`config.mk`:
```
export PLATFORM = sky130hd
export DESIGN_NAME = cmprs_regs
export DESIGN_NICKNAME = d
export VERILOG_FILES = /design/src/hw/cmprs_pkg.sv /design/src/hw/cmprs_regs.sv
export VERILOG_INCLUDE_DIRS = /design/src /design/src/hw
export SDC_FILE = /design/constraint.sdc
export NUM_CORES = 1
export LEC_CHECK = 0
export ABC_CLOCK_PERIOD_IN_PS = 1400
export BUFFER_PORTS_ARGS = -buffer_cell sky130_fd_sc_hd__buf_2
export CORE_MARGIN = 1
export CORE_UTILIZATION = 45
export CTS_CLUSTER_DIAMETER = 50
export DETAILED_ROUTE_END_ITERATION = 16
export PLACE_DENSITY = 0.89
export RECOVER_POWER = 100
export SYNTH_ARGS = -nofsm -noshare
export SYNTH_HDL_FRONTEND = slang
export SYNTH_SLANG_ARGS = --single-unit
```
`constraint.sdc`:
```
create_clock -name xclk -period 1.4 [get_ports xclk]
set_clock_uncertainty 0.1 [all_clocks]
set_input_delay 0.14 -clock xclk [delete_from_list [all_inputs] [get_ports xclk]]
set_output_delay 0.14 -clock xclk [all_outputs]
set_load 0.02 [all_outputs]
```
`src/hw/cmprs_params.svh`:
```
// compressor channel sizes
`ifndef CMPRS_PARAMS_SVH
`define CMPRS_PARAMS_SVH

// tile buffer
`define CMPRS_PAGES       4   // pages in the tile buffer
`define CMPRS_PAGE_WORDS  32  // 64-bit words per page
`define CMPRS_BUF_AW      7   // {page, word} address

// frame geometry
`define CMPRS_GEOM_W      13  // block count register width

// block shape
`define CMPRS_BLK_ROWS    8   // row words per 8x8 block
`define CMPRS_PIX_W       8   // bits per pixel

`endif
```
`src/hw/cmprs_pkg.sv`:
```
// compressor channel types
`default_nettype none
`include "cmprs_params.svh"

package cmprs_pkg;

    // converter modes, codes kept from the full channel
    typedef enum logic [2:0] {
        CMPRS_MONO16 = 3'd2, // 16x16 macroblock, four blocks
        CMPRS_MONO8  = 3'd7  // 8x8 macroblock, one block
    } cmprs_mode_t;

    typedef logic [`CMPRS_BUF_AW-1:0] buf_addr_t; // page in msbs, word in lsbs
    typedef logic [`CMPRS_GEOM_W-1:0] geom_t;     // block count minus one

endpackage

`default_nettype wire

```
`src/hw/cmprs_regs.sv`:
```
// APB control registers
`default_nettype none
`include "cmprs_params.svh"

module cmprs_regs
    import cmprs_pkg::*;
(
    input  wire         xclk,
    input  wire         rst_n,
    input  wire         psel,
    input  wire         penable,
    input  wire         pwrite,
    input  wire  [3:0]  paddr,
    input  wire  [31:0] pwdata,
    output logic [31:0] prdata,
    output logic        pready,
    output logic        pslverr,
    input  wire         frame_done,         // last pixel of frame left
    output logic        frame_en,           // low clears sequencer and averager
    output logic        subtract_dc,
    output logic        frame_go,           // one-cycle start pulse
    output cmprs_mode_t converter_type,
    output geom_t       n_blocks_in_row_m1,
    output geom_t       n_block_rows_m1,
    output logic        busy
);
    logic       access;      // apb access phase
    logic       wr_ok;       // write accepted
    logic       type_ok;     // supported converter code on pwdata
    logic       go_ok;       // GO accepted, frame starts
    logic [7:0] frames_done; // wraps at 256

    assign access  = psel & penable;
    assign pready  = 1'b1; // zero wait states
    assign type_ok = (pwdata[4:2] == CMPRS_MONO16) || (pwdata[4:2] == CMPRS_MONO8);
    assign wr_ok   = access & pwrite & ~pslverr;
    assign go_ok   = wr_ok && (paddr == 4'h4) && frame_en && !busy;

    // read mux and error decode
    always_comb begin
        pslverr = 1'b0;
        prdata  = '0;
        case (paddr)
            4'h0: begin
                prdata  = {27'd0, converter_type, subtract_dc, frame_en};
                pslverr = access & pwrite & ~type_ok; // CTRL kept on bad mode
            end
            4'h4: prdata = '0; // GO reads as zero
            4'h8: prdata = {3'd0, n_block_rows_m1, 3'd0, n_blocks_in_row_m1};
            4'hC: begin
                prdata  = {16'd0, frames_done, 7'd0, busy};
                pslverr = access & pwrite; // status is read only
            end
            default: pslverr = access;
        endcase
    end

    always_ff @(posedge xclk or negedge rst_n) begin
        if (!rst_n) begin
            frame_en           <= 1'b0;
            subtract_dc        <= 1'b0;
            converter_type     <= CMPRS_MONO16;
            n_blocks_in_row_m1 <= '0;
            n_block_rows_m1    <= '0;
            frame_go           <= 1'b0;
            busy               <= 1'b0;
            frames_done        <= '0;
        end else begin
            frame_go <= go_ok;
            if (wr_ok && paddr == 4'h0) begin
                frame_en       <= pwdata[0];
                subtract_dc    <= pwdata[1];
                converter_type <= cmprs_mode_t'(pwdata[4:2]);
            end
            if (wr_ok && paddr == 4'h8) begin
                n_blocks_in_row_m1 <= pwdata[12:0];
                n_block_rows_m1    <= pwdata[28:16];
            end
            if (!frame_en || frame_done)
                busy <= 1'b0; // aborted or drained
            else if (go_ok)
                busy <= 1'b1;
            if (frame_done)
                frames_done <= frames_done + 8'd1;
        end
    end

    // setup phase always followed by its access phase
    a_apb_setup: assert property (@(posedge xclk) disable iff (!rst_n)
        psel && !penable |=> psel && penable && $stable(paddr));

endmodule

`default_nettype wire

```
# --- Word level (Yosys, flattened, before mapping) ---
# Index checks and enable logic that the tools add are counted.
totals:
  register_bits: 41
  in_bits: 42
  elab_cells: 36
op_classes:
  muxes: 4
  n_reduce_logical: 12
  addsub: 1
  eq_ne: 5
  bitwise_logic: 6
op_table:
  columns: ["op", "count"]
  rows:
  - ["29-bit one-hot mux with 3 select lines", 1]
  - ["8-bit by 1-bit adder with 8-bit output, second input constant", 1]
  - ["4-bit == test, second input constant", 2]
  - ["1-bit logical AND", 5]
  - ["1-bit AND", 4]
  - ["4-bit by 3-bit == test with 1-bit output, second input constant", 1]
  - ["4-bit zero test", 1]
  - ["3-bit by 2-bit == test with 1-bit output, second input constant", 1]
  - ["3-bit == test, second input constant", 1]
  - ["1-bit one-hot mux with 3 select lines", 1]
  - ["1-bit zero test", 2]
  - ["1-bit logical OR", 2]
  - ["1-bit two-way mux", 2]
  - ["1-bit inverter", 2]
  - ["2-bit nonzero test", 1]
  - ["2-bit OR reduction", 1]

# --- Logic depth before layout (Yosys ltp) ---
depth:
  depth_word: 12
  ltp_mapped: 6

# --- Least setup slack after synthesis ---
# OpenSTA, ideal clock, no wires.
synth_timing:
  kind: "input port to flip-flop"
  start: "input port paddr[2]"
  end: "register n_block_rows_m1[10]"
  arrival_ps: 1371
  required_time_ps: 1175
  path_buffers: 3
  path_slack_ps: -196
  stages: 6
  setup_ps: 125
  path_cell_list: "buf_6 > nor4b_4 > and4_4 > buf_12 > buf_12 > mux2_4"
synth_via:
  elab_chain_cells: 6
  elab_cells_between_ends: 9
synth_rtl:
  columns: ["element", "line_no", "text"]
  rows:
  - ["start: declaration", "cmprs_regs.sv:13", "input wire [3:0] paddr,"]
  - ["4-bit by 3-bit == test with 1-bit output or 4-bit == test (tied branches)", "cmprs_regs.sv:43, cmprs_regs.sv:75", null]
  - ["2-bit OR reduction (no source line)", null, null]
  - ["1-bit one-hot mux with 3 select lines", "cmprs_regs.sv:43", "case (paddr)"]
  - ["1-bit inverter", "cmprs_regs.sv:36", "assign wr_ok = access & pwrite & ~pslverr;"]
  - ["1-bit AND", "cmprs_regs.sv:36", null]
  - ["1-bit logical AND (*)", "cmprs_regs.sv:75", "if (wr_ok && paddr == 4'h8) begin"]
  - ["end signal: assignment", "cmprs_regs.sv:77", "n_block_rows_m1 <= pwdata[28:16];"]
  - ["end: declaration", "cmprs_regs.sv:24", "output geom_t n_block_rows_m1,"]
# Every way passes the cells marked *; elsewhere a longest branch is shown, timed or not.
# A chain may end at the register's enable or synchronous reset.

# --- Worst setup path in the final report ---
layout_timing:
  start: "register busy"
  end: "output port prdata[0]"
layout_via:
  elab_chain_cells: 1
layout_rtl:
  columns: ["element", "line_no", "text"]
  rows:
  - ["start: declaration", "cmprs_regs.sv:25", "output logic busy"]
  - ["start signal: assignment", "cmprs_regs.sv:66", "busy <= 1'b0;"]
  - ["start signal: assignment", "cmprs_regs.sv:80", "busy <= 1'b0;"]
  - ["start signal: assignment", "cmprs_regs.sv:82", "busy <= 1'b1;"]
  - ["29-bit one-hot mux with 3 select lines", "cmprs_regs.sv:43", null]
  - ["end: declaration", "cmprs_regs.sv:15", "output logic [31:0] prdata,"]
# No other way between the ends.

==> impl_metrics.json <==
{
  "drt_drc_violations_left": 0,
  "worstPathArrival_ps": 1300,
  "dr.pass1.iters": 4,
  "grt_pass1_wl_um": 7820,
  "cts.root.buffer_cell": "clkbuf_8",
  "p_total_mw": 3.29,
  "r2r-start": "frames_done[0]$_DFFE_PN0P_",
  "synth_cell_types": 32,
  "start_kind": "flip-flop",
  "dpl_worst_slack_ps": -196,
  "layout-drive-gt1-share": 0.559,
  "finalSetupViolCount": 1,
  "routed_wl_um": 5140,
  "place_hpwl_um": 3320,
  "cp-startpoint": "busy$_DFFE_PN0P_",
  "first_global_vias": 1668,
  "initialDrtViolationCount": 44,
  "globalRouteOverflowTotal": 0,
  "critPathRequiredTime_ps": 1160,
  "tightest_slew_ps": 517,
  "cts_num_sinks": 41,
  "via_per_inst": 4.90,
  "vdd_drop_max_uv": 673,
  "numPortBuffers": 98,
  "yosysSeqAreaShare": 0.492,
  "tns_ps": -140,
  "power_leakage_nw": 1.67,
  "htree_levels": 2,
  "synth.avg_cell_area_um2": 13.1,
  "endpoint_kind": "output port",
  "critical_path_peak_fanout": 2,
  "grt_max_degree": 23,
  "hold_viol": 0,
  "place.gp.congestion": 0.850,
  "fmax_mhz": 649,
  "drv_cap": 0,
  "hold_path_class": "in2reg",
  "insertion_delay_ps": 280,
  "power.density_nw_per_um2": 1050,
  "synth-seq-cells": 41,
  "antenna-diode-count": 0,
  "dieArea_um2": 4920,
  "outcome": "finished, violations left",
  "period_needed_ps": 1540,
  "io_pins": 109,
  "synth_largest_area_cell": "dfrtp_1",
  "grt.total_usage": 0.202,
  "dr_total_vias": 1709,
  "path_class": "reg2out",
  "core_area_um2": 4410,
  "antenna_found_initial": 0,
  "clkTransAtPathRegs_ps": 70,
  "synth_area_leaders": "dfrtp_1 (48%), mux2_4 (14%), mux2_2 (6.5%), and2_1 (5.7%), buf_12 (2.9%)",
  "die_w_um": 70.1,
  "synth_warnings": 0,
  "min-delay-start": "frame_done",
  "fill_cells": 307,
  "rows": 24,
  "start_util": 0.473,
  "cts_tree": "built",
  "routedWlPerCell_um": 14.7,
  "netlist_instances": 159,
  "violations": "negative setup slack",
  "fin_crit_sh": 1.10,
  "slew_headroom": 0.655,
  "synth_top_area_share": 0.479,
  "grt_setup_unrepaired": "true",
  "clockBufferDepth": 2,
  "area_delta_synth_final_pct": 49.4,
  "die_y_um": 70.1,
  "antenna_left": 0,
  "maxSlewViolCount": 0,
  "final_nets": 339,
  "syn_area_um2": 2090,
  "numCtsBuffers": 5,
  "worst_slack_ps": -140
}
[state kept, by name, indices dropped and copies added, names as in the netlist]
register and count:
busy 1, frame_go 1, subtract_dc 1, n_block_rows_m1 13, frames_done 8, converter_type 3
n_blocks_in_row_m1 13, frame_en 1
[synthesized netlist by cell type]
| cell type | number |
|---|---|
| dfrtp_1 | 40 |
| mux2_4 | 20 |
| and2_1 | 19 |
| mux2_2 | 12 |
| nor2_1 | 8 |
| a22o_1 | 5 |
| buf_4 | 4 |
| mux2i_1 | 4 |
| nand2_1 | 4 |
| xnor2_1 | 4 |
| xor2_1 | 4 |
| buf_12 | 3 |
| clkbuf_1 | 3 |
| nand3_1 | 3 |
| nand4_1 | 3 |
| nor3_1 | 3 |
| a31oi_1 | 2 |
| buf_2 | 2 |
| conb_1 | 2 |
| nor3b_1 | 2 |
| a211o_1 | 1 |
| a22oi_1 | 1 |
| and3_1 | 1 |
| and4_4 | 1 |
| and4b_1 | 1 |
| buf_6 | 1 |
| dfstp_2 | 1 |
| ha_1 | 1 |
| nand2b_1 | 1 |
| nor4b_4 | 1 |
| o311ai_0 | 1 |
| or3_1 | 1 |
[cells in the final DEF, fill, tap and decap left out, drive strengths merged, types with 2 or more instances in the layout]
master | netlist | final
conb | 2 | 4
nor3b | 2 | 2
a31oi | 2 | 2
a22o | 5 | 5
dfrtp | 40 | 40
xor2 | 4 | 4
nand2 | 4 | 4
nand4 | 3 | 3
mux2 | 32 | 32
buf | 10 | 107
dlygate4sd3 | 0 | 24
clkbuf | 3 | 17
nor3 | 3 | 3
nor2 | 8 | 8
mux2i | 4 | 4
nand3 | 3 | 3
xnor2 | 4 | 4
and2 | 19 | 19
[logic make-up after synthesis]
| logic type | count (synthesis) | share of synthesized area |
|---|---|---|
| xor+xnor | 8 | 0.0335 |
| flops | 41 | 0.492 |
| simple gates | 48 | 0.140 |
| compound gates | 10 | 0.0389 |
| fa+ha+maj | 1 | 0.00599 |
| other cells | 2 | 0.00360 |
| mux | 36 | 0.228 |
| buf+inv | 13 | 0.0587 |
[what timing repair did]
| item | 4_1_cts | 5_1_grt |
|---|---|---|
| setup buffers | 2 | 3 |
| gates cloned | 0 | 2 |
| endpoints found under the hold margin | 40 | 1 |
| gates resized for setup | 4 | 32 |
| hold buffers | 23 | 1 |
| setup endpoints to repair | 12 | 27 |
| pin swaps | 1 | 2 |
[stage by stage]
stage | hold slack, ps | cells | instance area (um^2) | util
finish | 23.1 | 349 | 3120 | 0.707
global route | 23.9 | 349 | 3120 | 0.707
CTS | 5.78 | 343 | 3010 | 0.682
detailed placement | 27.2 | 310 | 2650 | 0.600
global placement | 21.4 | 310 | 2650 | 0.600
floorplan | -256 | 161 | 2100 | -
[layout make-up]
type,count,area [um^2],area share
clock inverters,1,5.00,0.00160
multi-input cells,107,982,0.315
well taps,52,65.1,0.0209
clock buffers,7,96.3,0.0309
flip-flops and latches,41,1030,0.329
repair buffers,141,945,0.303
[metal layers]
metal | wire length, um | global-route usage
met3 | 206 | 0.0462
met4 | 29 | 0.0467
met2 | 2660 | 0.365
met1 | 2250 | 0.243
met5 | 0 | 0
[path summary, 6_finish.rpt]
kind | endpoint | slack, ps | cells past startpoint
setup / recovery | prdata[0] | -140 | 4
hold / removal | busy$_DFFE_PN0P_ | 20 | 2
setup reg to reg | frames_done[6]$_DFFE_PN0P_ | 130 | 4
hold reg to reg | frames_done[7]$_DFFE_PN0P_ | 360 | 1
max in group asynchronous | frames_done[3]$_DFFE_PN0P_ | 200 | 3
min in group asynchronous | n_block_rows_m1[0]$_DFFE_PN0P_ | 250 | 2
[worst max-delay path: stages, from the launching register on]
cell     delay, ps
dfrtp_1        380
mux2_2         270
a22oi_2        160
nor3_2          60
buf_4          150
[report_power, final]
group	total, mW	internal (mW)	switching (mW)
Combinational	0.857	0.441	0.415
Clock	0.829	0.446	0.383
Sequential	1.61	1.39	0.212
Total	3.29	2.28	1.01
(Power assumes the default switching activity.)
